### src/ccip_shim_pkg.sv
// CCI-P shim shared types
`default_nettype none

package ccip_shim_pkg;

    // Widths that carry a meaning on the MMIO channel
    typedef logic [15:0] t_mmio_addr;
    typedef logic [63:0] t_mmio_data;
    typedef logic [8:0]  t_mmio_tid;

    // Zero is full power, anything else asks the AFU to throttle
    typedef logic [1:0]  t_power_state;

    // Count, step and limit of the engine
    typedef logic [31:0] t_count;

    // FIU to AFU, one MMIO beat per cycle at most
    typedef struct packed {
        logic       mmio_wr_valid;
        logic       mmio_rd_valid;
        t_mmio_addr addr;
        t_mmio_data data;
        t_mmio_tid  tid;
    } t_ccip_rx;

    // AFU to FIU, read response tagged with the request tid
    typedef struct packed {
        logic       mmio_rsp_valid;
        t_mmio_tid  tid;
        t_mmio_data data;
    } t_ccip_tx;

    // CSR block to engine
    typedef struct packed {
        logic   enable;
        logic   clear;
        t_count step;
        t_count limit;
        logic   pause;
        logic   halt;
    } t_engine_ctrl;

    // Engine back to CSR block
    typedef struct packed {
        t_count count;
        logic   done;
    } t_engine_status;

    // CSR map, 8-byte aligned
    localparam t_mmio_addr CSR_ID      = 16'h0000;
    localparam t_mmio_addr CSR_SCRATCH = 16'h0008;
    localparam t_mmio_addr CSR_CONTROL = 16'h0010;
    localparam t_mmio_addr CSR_STEP    = 16'h0018;
    localparam t_mmio_addr CSR_LIMIT   = 16'h0020;
    localparam t_mmio_addr CSR_STATUS  = 16'h0028;
    localparam t_mmio_addr CSR_COUNT   = 16'h0030;

    // Identifies this AFU to host software
    localparam t_mmio_data AFU_ID = 64'h5a3c_9e17_b2d4_0f61;

endpackage

`default_nettype wire

### src/ccip_reg_stage.sv
// CCI-P register stages
`default_nettype none

module ccip_reg_stage
#(
    parameter int unsigned N_REG_STAGES   = 2,
    parameter bit          REGISTER_RX    = 1'b1,
    parameter bit          REGISTER_TX    = 1'b1,
    parameter bit          REGISTER_RESET = 1'b1,
    parameter bit          REGISTER_ERROR = 1'b1
)
(
    input  logic                        clk,
    input  logic                        rst_n,

    // Platform side
    input  ccip_shim_pkg::t_ccip_rx     fiu_rx,
    output ccip_shim_pkg::t_ccip_tx     fiu_tx,
    input  ccip_shim_pkg::t_power_state fiu_pwr_state,
    input  logic                        fiu_error,

    // AFU side
    output logic                        afu_rst_n,
    output ccip_shim_pkg::t_ccip_rx     afu_rx,
    input  ccip_shim_pkg::t_ccip_tx     afu_tx,
    output ccip_shim_pkg::t_power_state afu_pwr_state,
    output logic                        afu_error
);

    import ccip_shim_pkg::*;

    // Reset chain
    if (REGISTER_RESET && N_REG_STAGES > 0)
    begin : reg_reset
        logic [N_REG_STAGES-1:0] rst_q;

        // Assert at once, release one stage per cycle
        always_ff @(posedge clk or negedge rst_n)
        begin
            if (!rst_n)
            begin
                rst_q <= '0;
            end
            else
            begin
                rst_q[0] <= 1'b1;
                for (int i = 1; i < N_REG_STAGES; i++)
                    rst_q[i] <= rst_q[i-1];
            end
        end

        assign afu_rst_n = rst_q[N_REG_STAGES-1];
    end
    else
    begin : wire_reset
        assign afu_rst_n = rst_n;
    end

    // Receive path
    if (REGISTER_RX && N_REG_STAGES > 0)
    begin : reg_rx
        t_ccip_rx                rx_q [N_REG_STAGES];
        logic [N_REG_STAGES-1:0] wr_vld_q;
        logic [N_REG_STAGES-1:0] rd_vld_q;

        // Payload shifts freely
        always_ff @(posedge clk)
        begin
            rx_q[0] <= fiu_rx;
            for (int i = 1; i < N_REG_STAGES; i++)
                rx_q[i] <= rx_q[i-1];
        end

        // Valid flags cleared on reset so no stale beat leaks out
        always_ff @(posedge clk or negedge rst_n)
        begin
            if (!rst_n)
            begin
                wr_vld_q <= '0;
                rd_vld_q <= '0;
            end
            else
            begin
                wr_vld_q[0] <= fiu_rx.mmio_wr_valid;
                rd_vld_q[0] <= fiu_rx.mmio_rd_valid;
                for (int i = 1; i < N_REG_STAGES; i++)
                begin
                    wr_vld_q[i] <= wr_vld_q[i-1];
                    rd_vld_q[i] <= rd_vld_q[i-1];
                end
            end
        end

        always_comb
        begin
            afu_rx               = rx_q[N_REG_STAGES-1];
            afu_rx.mmio_wr_valid = wr_vld_q[N_REG_STAGES-1];
            afu_rx.mmio_rd_valid = rd_vld_q[N_REG_STAGES-1];
        end
    end
    else
    begin : wire_rx
        assign afu_rx = fiu_rx;
    end

    // Transmit path
    if (REGISTER_TX && N_REG_STAGES > 0)
    begin : reg_tx
        t_ccip_tx                tx_q [N_REG_STAGES];
        logic [N_REG_STAGES-1:0] rsp_vld_q;

        always_ff @(posedge clk)
        begin
            tx_q[0] <= afu_tx;
            for (int i = 1; i < N_REG_STAGES; i++)
                tx_q[i] <= tx_q[i-1];
        end

        always_ff @(posedge clk or negedge rst_n)
        begin
            if (!rst_n)
            begin
                rsp_vld_q <= '0;
            end
            else
            begin
                rsp_vld_q[0] <= afu_tx.mmio_rsp_valid;
                for (int i = 1; i < N_REG_STAGES; i++)
                    rsp_vld_q[i] <= rsp_vld_q[i-1];
            end
        end

        always_comb
        begin
            fiu_tx                = tx_q[N_REG_STAGES-1];
            fiu_tx.mmio_rsp_valid = rsp_vld_q[N_REG_STAGES-1];
        end
    end
    else
    begin : wire_tx
        assign fiu_tx = afu_tx;
    end

    // Power state and error
    if (REGISTER_ERROR && N_REG_STAGES > 0)
    begin : reg_err
        t_power_state            pwr_q [N_REG_STAGES];
        logic [N_REG_STAGES-1:0] err_q;

        // Both steer the engine, so they come out of reset quiet
        always_ff @(posedge clk or negedge rst_n)
        begin
            if (!rst_n)
            begin
                for (int i = 0; i < N_REG_STAGES; i++)
                    pwr_q[i] <= '0;
                err_q <= '0;
            end
            else
            begin
                pwr_q[0] <= fiu_pwr_state;
                err_q[0] <= fiu_error;
                for (int i = 1; i < N_REG_STAGES; i++)
                begin
                    pwr_q[i] <= pwr_q[i-1];
                    err_q[i] <= err_q[i-1];
                end
            end
        end

        assign afu_pwr_state = pwr_q[N_REG_STAGES-1];
        assign afu_error     = err_q[N_REG_STAGES-1];
    end
    else
    begin : wire_err
        assign afu_pwr_state = fiu_pwr_state;
        assign afu_error     = fiu_error;
    end

endmodule

`default_nettype wire

### src/afu_csr_block.sv
// AFU control and status registers
`default_nettype none

module afu_csr_block
(
    input  logic                          clk,
    input  logic                          rst_n,

    // MMIO channel
    input  ccip_shim_pkg::t_ccip_rx       rx,
    output ccip_shim_pkg::t_ccip_tx       tx,

    // Platform state, already staged
    input  ccip_shim_pkg::t_power_state   pwr_state,
    input  logic                          error,

    // Engine
    output ccip_shim_pkg::t_engine_ctrl   engine_ctrl,
    input  ccip_shim_pkg::t_engine_status engine_status
);

    import ccip_shim_pkg::*;

    t_mmio_data scratch_q;
    t_count     step_q;
    t_count     limit_q;
    logic       enable_q;
    logic       clear_q;
    logic       err_q;

    t_mmio_data rd_data;
    logic       rsp_vld_q;
    t_mmio_tid  rsp_tid_q;
    t_mmio_data rsp_data_q;

    // Write decode, registers change on the edge after the beat
    always_ff @(posedge clk or negedge rst_n)
    begin
        if (!rst_n)
        begin
            scratch_q <= '0;
            step_q    <= '0;
            limit_q   <= '0;
            enable_q  <= 1'b0;
            clear_q   <= 1'b0;
            err_q     <= 1'b0;
        end
        else
        begin
            // Clear only lives for one cycle
            clear_q <= 1'b0;

            if (rx.mmio_wr_valid)
            begin
                case (rx.addr)
                    CSR_SCRATCH: scratch_q <= rx.data;
                    CSR_STEP:    step_q    <= rx.data[$bits(t_count)-1:0];
                    CSR_LIMIT:   limit_q   <= rx.data[$bits(t_count)-1:0];
                    CSR_CONTROL:
                    begin
                        enable_q <= rx.data[0];
                        clear_q  <= rx.data[1];
                    end
                    // Write one to bit 1 acknowledges the error
                    CSR_STATUS:
                    begin
                        if (rx.data[1])
                            err_q <= 1'b0;
                    end
                    default: ;
                endcase
            end

            // A new error wins over an acknowledge in the same cycle
            if (error)
                err_q <= 1'b1;
        end
    end

    // Read mux
    always_comb
    begin
        rd_data = '0;
        case (rx.addr)
            CSR_ID:      rd_data = AFU_ID;
            CSR_SCRATCH: rd_data = scratch_q;
            CSR_CONTROL: rd_data = {63'b0, enable_q};
            CSR_STEP:    rd_data = {32'b0, step_q};
            CSR_LIMIT:   rd_data = {32'b0, limit_q};
            CSR_STATUS:  rd_data = {60'b0, pwr_state, err_q, engine_status.done};
            CSR_COUNT:   rd_data = {32'b0, engine_status.count};
            default:     rd_data = '0;
        endcase
    end

    // Response valid, one per read request
    always_ff @(posedge clk or negedge rst_n)
    begin
        if (!rst_n)
            rsp_vld_q <= 1'b0;
        else
            rsp_vld_q <= rx.mmio_rd_valid;
    end

    // Response payload, tid echoed back
    always_ff @(posedge clk)
    begin
        if (rx.mmio_rd_valid)
        begin
            rsp_tid_q  <= rx.tid;
            rsp_data_q <= rd_data;
        end
    end

    always_comb
    begin
        tx.mmio_rsp_valid = rsp_vld_q;
        tx.tid            = rsp_tid_q;
        tx.data           = rsp_data_q;
    end

    // Engine steering
    always_comb
    begin
        engine_ctrl.enable = enable_q;
        engine_ctrl.clear  = clear_q;
        engine_ctrl.step   = step_q;
        engine_ctrl.limit  = limit_q;
        // Throttle whenever the platform leaves full power
        engine_ctrl.pause  = (pwr_state != '0);
        engine_ctrl.halt   = err_q;
    end

endmodule

`default_nettype wire

### src/afu_counter_engine.sv
// Saturating step counter
`default_nettype none

module afu_counter_engine
(
    input  logic                          clk,
    input  logic                          rst_n,
    input  ccip_shim_pkg::t_engine_ctrl   ctrl,
    output ccip_shim_pkg::t_engine_status status
);

    import ccip_shim_pkg::*;

    typedef enum logic [1:0] {
        ST_IDLE,
        ST_RUN,
        ST_DONE
    } t_state;

    t_state              state_q;
    t_state              state_d;
    t_count              count_q;
    t_count              count_d;
    logic [$bits(t_count):0] sum;
    t_count              sum_sat;

    // One extra bit catches wrap before the limit compare
    assign sum     = {1'b0, count_q} + {1'b0, ctrl.step};
    assign sum_sat = (sum >= {1'b0, ctrl.limit}) ? ctrl.limit : sum[$bits(t_count)-1:0];

    always_comb
    begin
        state_d = state_q;
        count_d = count_q;
        if (ctrl.clear)
        begin
            state_d = ST_IDLE;
            count_d = '0;
        end
        else
        begin
            case (state_q)
                ST_IDLE:
                begin
                    if (ctrl.enable)
                        state_d = ST_RUN;
                end
                ST_RUN:
                begin
                    if (!ctrl.enable)
                    begin
                        state_d = ST_IDLE;
                    end
                    // Pause and halt hold the count where it is
                    else if (!ctrl.pause && !ctrl.halt)
                    begin
                        count_d = sum_sat;
                        if (sum_sat == ctrl.limit && ctrl.limit != '0)
                            state_d = ST_DONE;
                    end
                end
                ST_DONE:
                begin
                    // Limit moved, run again
                    if (count_q != ctrl.limit)
                        state_d = ctrl.enable ? ST_RUN : ST_IDLE;
                end
                default: state_d = ST_IDLE;
            endcase
        end
    end

    always_ff @(posedge clk or negedge rst_n)
    begin
        if (!rst_n)
        begin
            state_q <= ST_IDLE;
            count_q <= '0;
        end
        else
        begin
            state_q <= state_d;
            count_q <= count_d;
        end
    end

    assign status.count = count_q;
    assign status.done  = (count_q == ctrl.limit) && (ctrl.limit != '0);

endmodule

`default_nettype wire

### src/ccip_afu_top.sv
// CCI-P counting AFU top
`default_nettype none

module ccip_afu_top
#(
    parameter int unsigned N_REG_STAGES   = 2,
    parameter bit          REGISTER_RX    = 1'b1,
    parameter bit          REGISTER_TX    = 1'b1,
    parameter bit          REGISTER_RESET = 1'b1,
    parameter bit          REGISTER_ERROR = 1'b1
)
(
    input  logic                        clk,
    input  logic                        rst_n,
    input  ccip_shim_pkg::t_ccip_rx     fiu_rx,
    output ccip_shim_pkg::t_ccip_tx     fiu_tx,
    input  ccip_shim_pkg::t_power_state fiu_pwr_state,
    input  logic                        fiu_error
);

    import ccip_shim_pkg::*;

    // AFU side of the stage
    logic           afu_rst_n;
    t_ccip_rx       afu_rx;
    t_ccip_tx       afu_tx;
    t_power_state   afu_pwr_state;
    logic           afu_error;

    // CSR to engine
    t_engine_ctrl   engine_ctrl;
    t_engine_status engine_status;

    ccip_reg_stage #(
        .N_REG_STAGES   (N_REG_STAGES),
        .REGISTER_RX    (REGISTER_RX),
        .REGISTER_TX    (REGISTER_TX),
        .REGISTER_RESET (REGISTER_RESET),
        .REGISTER_ERROR (REGISTER_ERROR)
    ) u_reg_stage (
        .clk           (clk),
        .rst_n         (rst_n),
        .fiu_rx        (fiu_rx),
        .fiu_tx        (fiu_tx),
        .fiu_pwr_state (fiu_pwr_state),
        .fiu_error     (fiu_error),
        .afu_rst_n     (afu_rst_n),
        .afu_rx        (afu_rx),
        .afu_tx        (afu_tx),
        .afu_pwr_state (afu_pwr_state),
        .afu_error     (afu_error)
    );

    // Both AFU modules run on the staged reset
    afu_csr_block u_csr (
        .clk           (clk),
        .rst_n         (afu_rst_n),
        .rx            (afu_rx),
        .tx            (afu_tx),
        .pwr_state     (afu_pwr_state),
        .error         (afu_error),
        .engine_ctrl   (engine_ctrl),
        .engine_status (engine_status)
    );

    afu_counter_engine u_engine (
        .clk    (clk),
        .rst_n  (afu_rst_n),
        .ctrl   (engine_ctrl),
        .status (engine_status)
    );

endmodule

`default_nettype wire

### config.mk
export PLATFORM = sky130hd
export DESIGN_NAME = ccip_afu_top
export DESIGN_NICKNAME = d
export VERILOG_FILES = /design/src/ccip_shim_pkg.sv /design/src/ccip_reg_stage.sv /design/src/afu_csr_block.sv /design/src/afu_counter_engine.sv /design/src/ccip_afu_top.sv
export SDC_FILE = /design/constraint.sdc
export NUM_CORES = 1
export LEC_CHECK = 0
export ABC_CLOCK_PERIOD_IN_PS = 4700
export BUFFER_PORTS_ARGS = -buffer_cell sky130_fd_sc_hd__buf_4
export CORE_ASPECT_RATIO = 1.25
export CORE_UTILIZATION = 54
export DETAILED_ROUTE_END_ITERATION = 6
export GPL_TIMING_DRIVEN = 0
export PLACE_DENSITY = 0.75
export SKIP_LAST_GASP = 1
export SYNTH_ARGS = -nofsm -noshare
export SYNTH_HDL_FRONTEND = slang
export SYNTH_SLANG_ARGS = --single-unit
### constraint.sdc
create_clock -name clk -period 4.7 [get_ports clk]
set_clock_uncertainty 0.15 [all_clocks]
set_input_delay 0 -clock clk [delete_from_list [all_inputs] [get_ports clk]]
set_output_delay 0 -clock clk [all_outputs]
set_load 0.02 [all_outputs]
=== After elaboration in Yosys (flattened, before gate mapping) ===
Memory sizes are Yosys's and may differ from the RTL's.
Cells that the tools add are included.

* Bits in registers: 253
* Memory bits (writable): 330
* Output and inout bits: 74
* Memories kept: 2

* Add/subtract/negate cells: 1
* Order comparisons: 1
* Equality and inequality tests: 15
* Mux-type cells: 20
* Reductions and logical operators: 22

{| class="wikitable"
|+ Memories
! memory !! words !! width !! rd ports !! clocked after memory_dff !! write ports !! line !! source
|-
| u_reg_stage.reg_rx.rx_q || 2 || 91 || 2 || 0 || 2 || ccip_reg_stage.sv:62 || <nowiki>t_ccip_rx rx_q [N_REG_STAGES];</nowiki>
|-
| u_reg_stage.reg_tx.tx_q || 2 || 74 || 2 || 0 || 2 || ccip_reg_stage.sv:109 || <nowiki>t_ccip_tx tx_q [N_REG_STAGES];</nowiki>
|}

{| class="wikitable"
|+ Operators by type and width
! cell !! number
|-
| one-hot mux 64 bit (7 select lines) || 1
|-
| two-way mux 32 bit || 5
|-
| equality test 32 bit || 2
|-
| equality test 16 x 6 -> 1 bit, second input constant || 3
|-
| adder 32 x 32 -> 33 bit || 1
|-
| >= comparator 33 x 32 -> 1 bit || 1
|-
| equality test 16 x 5 -> 1 bit, second input constant || 2
|-
| != test 32 bit || 1
|-
| nonzero test 32 bit || 1
|-
| equality test 16 x 4 -> 1 bit, second input constant || 1
|-
| zero test 16 bit || 1
|-
| nonzero test 2 bit || 7
|-
| two-way mux 2 bit || 6
|-
| != test 4 x 3 -> 1 bit, second input constant || 2
|-
| AND reduction 2 bit || 4
|-
| two-way mux 1 bit || 7
|-
| one-hot mux 2 bit (3 select lines) || 1
|-
| AND reduction 3 bit || 2
|-
| AND reduction 4 bit || 1
|-
| logical AND 1 bit || 3
|-
| != test 3 x 2 -> 1 bit, second input constant || 1
|-
| != test 3 bit, second input constant || 1
|-
| equality test 2 x 1 -> 1 bit, second input constant || 1
|-
| equality test 2 bit, second input constant || 1
|-
| 2 further kinds || 3
|}

=== Logic depth before layout (Yosys ltp) ===
* Depth after elaboration: 10
* Mapped depth: 22
* Gate-level depth less buffers: 21

=== By module ===
A second synthesis with hierarchy kept.

* Cell total of the unflattened synthesis: 1916
* Area total of the unflattened synthesis: 22660.5 um2

{| class="wikitable"
|+ Modules (own cells, without submodules)
! module !! instances !! cells an instance !! area an instance (um2)
|-
| afu_csr_block || 1 || 571 || 8574.5
|-
| ccip_reg_stage || 1 || 506 || 8094.0
|-
| afu_counter_engine || 1 || 839 || 5992.0
|}

=== Worst setup path after synthesis ===
OpenSTA, ideal clock, no wires.

* Path type: register to register
* Start: register u_engine.count_q[0]
* End: register u_engine.count_q[8]
* Arrival: 4.150 ns
* Data required time: 4.478 ns
* Path slack: 0.328 ns
* Stages on the path, launching flop included: 22
* Period minus slack after synthesis: 4.372 ns
* Cells stage by stage: dfrtp_1 ha_1 inv_1 fa_1 nand2b_1 a211oi_2 o211ai_1 o21bai_2 nand3_1 and2_1 xnor2_1 ha_1 nand2_1 nor4_1 o211ai_1 a21o_1 o311ai_2 buf_2 nor2_1 a211oi_1 a21oi_1 nor2_1

* Cells in the longest elaborated chain, start to end: 7

{| class="wikitable"
|+ Ends and longest elaborated chain
! item !! line !! source
|-
| from (decl) || afu_counter_engine.sv:22 || <nowiki>t_count count_q;</nowiki>
|-
| from (signal assigned) || afu_counter_engine.sv:83 || <nowiki>count_q <= count_d;</nowiki>
|-
| adder 32 x 32 -> 33 bit (*) || afu_counter_engine.sv:28 || <nowiki>assign sum = {1'b0, count_q} + {1'b0, ctrl.step};</nowiki>
|-
| >= comparator 33 x 32 -> 1 bit || afu_counter_engine.sv:29 || <nowiki>assign sum_sat = (sum >= {1'b0, ctrl.limit}) ? ctrl.limit : sum[$bits(t_count)-1:0];</nowiki>
|-
| two-way mux 32 bit (*) || afu_counter_engine.sv:29 ||
|-
| two-way mux 32 bit (*) || afu_counter_engine.sv:55 || <nowiki>else if (!ctrl.pause && !ctrl.halt)</nowiki>
|-
| two-way mux 32 bit (*) || afu_counter_engine.sv:50 || <nowiki>if (!ctrl.enable)</nowiki>
|-
| two-way mux 32 bit (*) || afu_counter_engine.sv:42 || <nowiki>case (state_q)</nowiki>
|-
| two-way mux 32 bit (*) || afu_counter_engine.sv:35 || <nowiki>if (ctrl.clear)</nowiki>
|}

Mark *: on every way between the ends. The rest lies on a longest branch, timed or not. The select of a mux whose other input is x is not followed.
A chain may end at the register's enable or synchronous reset.

=== Worst setup path in the final report ===
* Start: register u_csr.step_q[0]
* End: register u_engine.count_q[27]

* Cells in the longest elaborated chain, start to end: 7

{| class="wikitable"
|+ Ends and longest elaborated chain
! item !! line !! source
|-
| from (decl) || afu_csr_block.sv:25 || <nowiki>t_count step_q;</nowiki>
|-
| from (signal assigned) || afu_csr_block.sv:57 || <nowiki>CSR_STEP: step_q <= rx.data[$bits(t_count)-1:0];</nowiki>
|-
| adder 32 x 32 -> 33 bit (*) || afu_counter_engine.sv:28 ||
|-
| >= comparator 33 x 32 -> 1 bit || afu_counter_engine.sv:29 ||
|-
| two-way mux 32 bit (*) || afu_counter_engine.sv:29 ||
|-
| two-way mux 32 bit (*) || afu_counter_engine.sv:55 ||
|-
| two-way mux 32 bit (*) || afu_counter_engine.sv:50 ||
|-
| two-way mux 32 bit (*) || afu_counter_engine.sv:42 ||
|-
| two-way mux 32 bit (*) || afu_counter_engine.sv:35 ||
|}

Marks and branches as above.

==> impl_metrics.tcl <==
set metrics [dict create \
    drt-initial-drc-count 1671 \
    cts_inserted_buffers 52 \
    failed_checks "negative setup slack" \
    drt_pass1_iterations 6 \
    fin_setup_tns_ps -3060 \
    tritoncts "yes" \
    r2r-start "u_csr.step_q[0]$_DFFE_PN0P_" \
    status "finished with violations" \
    synthFlopType "dfxtp_1" \
    avgViaCountPerCell 5.74 \
    layout-drive-gt1-share_pct 26.1 \
    clock-root-buffer "clkbuf_16" \
    setup_viol_count_final 33 \
    fin_util_pct 71.6 \
    place_area_mm2 0.0236 \
    dpl.hpwl_um 42700 \
    worstSetupPathType "reg -> reg" \
    syn_nets 1969 \
    final_net_count 2422 \
    grt_max_degree 60 \
    final_common_cell "dfxtp_1" \
    clk_pin_slew_ps 70 \
    clock_sinks 577 \
    place_inst 2479 \
    hold_viol 0 \
    r2r_cells 23 \
    start_kind "flop" \
    dpl_worst_slack_ps -1250 \
    htree_num_levels 2 \
    place.gp.congestion 0.949 \
    synth.distinct_cells 82 \
    r2r_slack_ps -170 \
    n_antenna_cell 0 \
    vias 16100 \
    fin_ws_ps -167 \
    rows 81 \
    grt_usage_pct 33.3 \
    syn_inst 1808 \
    grt_overflow 0 \
    yosysTopAreaCellShare_pct 30.0 \
    leakage_nw 12.8 \
    drv_cap 0 \
    num_io_pins 170 \
    min_period_over_period_pct 104 \
    final_cell_mix "324 x dfxtp_1, 276 x buf_4, 190 x dlygate4sd3_1" \
    hold_path.class "reg -> async" \
    path_max_fanout 6 \
    drc 0 \
    ys_ff_latch 577 \
    core_area_mm2 0.0393 \
    initial_utilization_pct 54.9 \
    synth_warnings 0 \
    routed_wl_um 67700 \
    slew_headroom_pct 18.5 \
    ir_drop_v 0.000407 \
    arrival_ps 5150 \
    io_buffer_count 169 \
    power_density_mw_per_mm2 342 \
    grt_pass1_vias 16500 \
    detail-route-antenna-nets 0 \
    slew_violations 0 \
    syn_area_mm2 0.0216 \
    hold_ws_ps 147 \
    postSynth.asyncResetShare_pct 31.2 \
    stdcell_area_mm2 0.0281 \
    synth_edf_count 73 \
    clk_path_buf_depth 3 \
    required_ps 4980 \
    clkLatencyLatePin_ps 610 \
    antenna_found_initial 0 \
    seq_area_frac_synth_pct 61.0 \
    tightest_slew_ps 1220 \
    dieArea_mm2 0.0408 \
    synthToLayoutAreaGrowth_pct 30.3 \
    end_kind "flop" \
    grt_pass1_wl_um 101000 \
    die_x_um 181 \
    instances_no_fill 2802 \
    r2r_end "u_engine.count_q[27]$_DFFE_PN0P_" \
    finalCriticalPeriod_ps 4870 \
    rsz0062_at_grt "true" \
    synth_area_leaders "dfxtp_1 30%, dfrtp_1 21%, edfxtp_1 10%, mux2_2 5.1%, ha_1 3.7%" \
    die_h_um 226 \
    max_freq_ghz 0.205 \
    synth_top_area_cell "dfxtp_1" \
    wire_per_inst_um 24.2 \
    p_total_mw 9.62 \
    avgSynthCellArea_um2 11.9 \
]
## layer usage
layer  vias up  GRT usage, %  share of wire [%]
li1       7278             -                  -
met1      7937          42.2                 40
met2       671          57.2                 50
met3       192          4.60                5.9
met4         0          14.3                4.2
met5         -             0                  0
## area by class of cell
cell class / instances / area (um2)
Fill cell: 2614 / 11200
Sequential cell: 577 / 13200
Clock inverter: 21 / 170
Tap cell: 498 / 623
Inverter: 48 / 180
Timing Repair Buffer: 399 / 3580
Buffer: 169 / 997
Multi-Input combinational cell: 1014 / 7910
Clock buffer: 76 / 1480
## sequential cells by signal, indices dropped and copies added, names as in the netlist, 9 cells and up
signal and count:
u_csr.step_q 32, u_csr.scratch_q 64, u_csr.rsp_data_q 64, u_csr.limit_q 32, u_reg_stage.reg_rx.rx_q 178, u_engine.count_q 32, u_reg_stage.reg_tx.tx_q 146, u_csr.rsp_tid_q 9
## how the worst max path moves through the flow
stage                                    start                               end  slack (ps)  cells past startpoint
3_5_place_dp   u_engine.count_q[0]$_DFFE_PN0P_  u_engine.count_q[17]$_DFFE_PN0P_       -1250                     20
4_1_cts        u_engine.count_q[0]$_DFFE_PN0P_  u_engine.count_q[16]$_DFFE_PN0P_        -170                     23
3_3_place_gp   u_engine.count_q[9]$_DFFE_PN0P_  u_engine.count_q[22]$_DFFE_PN0P_       -1230                     20
5_1_grt            u_csr.step_q[0]$_DFFE_PN0P_  u_engine.count_q[19]$_DFFE_PN0P_        -320                     25
6_report           u_csr.step_q[0]$_DFFE_PN0P_  u_engine.count_q[27]$_DFFE_PN0P_        -170                     23
2_1_floorplan  u_engine.count_q[0]$_DFFE_PN0P_   u_engine.count_q[8]$_DFFE_PN0P_         330                     21
## what timing repair did
| action | 4_1_cts | 5_1_grt |
|---|---|---|
| endpoints found under the setup margin | 34 | 34 |
| gates resized for setup | 83 | 72 |
| hold buffers | 190 | 0 |
| buffers inserted | 16 | 17 |
| cloned | 4 | 0 |
| pin swaps | 32 | 44 |
| endpoints found under the hold margin | 108 | 0 |
## cells in the mapped netlist (17+ instances only)
cell	n
buf_4	75
a211oi_1	47
nand3_1	21
a22oi_1	31
mux2_2	98
xnor2_1	30
ha_1	64
edfxtp_1	73
nor3_1	23
dfxtp_1	324
nor4_1	30
mux2i_1	28
nand4_1	26
xor2_1	44
a222oi_1	17
a21oi_1	66
nor2_1	95
o21ai_0	66
inv_1	48
a21o_1	30
and2_1	24
clkbuf_1	73
dfrtp_1	180
nand2_1	127
## worst max-delay path, cell delays in order (launching register included)
cell and delay, ps:
dfrtp_1 410, ha_4 170, inv_2 40, fa_2 390
nand2b_4 160, a211oi_4 270, o211ai_1 140, buf_4 160
o21bai_4 270, buf_6 150, nand3_4 90, and2_4 200
xnor2_4 160, ha_4 290, nand2_4 60, nor4_4 340
nand3_1 160, nand2_2 120, a211oi_2 50, buf_4 190
o311ai_4 130, buf_6 240, mux2i_4 240, a211oi_2 90
## power by group
group          switching [mW]  internal [mW]  leakage (nW)
combinational           0.112          0.193          6.28
sequential             0.0560           5.12          5.67
clock                    1.92           2.22         0.815
total                    2.09           7.53          12.8
## logic make-up (layout without fill, tap and decap cells)
| kind of cell | after synthesis | after routing | synth area share [%] |
|---|---|---|---|
| DFF | 577 | 577 | 61.0 |
| and+or+nand+nor | 393 | 393 | 8.81 |
| AOI/OAI and AO/OA | 351 | 352 | 11.4 |
| buffers and inverters | 218 | 713 | 5.26 |
| muxes | 126 | 126 | 6.41 |
| xor gates and xnor gates | 77 | 77 | 3.31 |
| adders and majority gates | 65 | 65 | 3.80 |
| other | 1 | 1 | 0.0174 |
No activity file was read; power rests on OpenSTA's default activity.
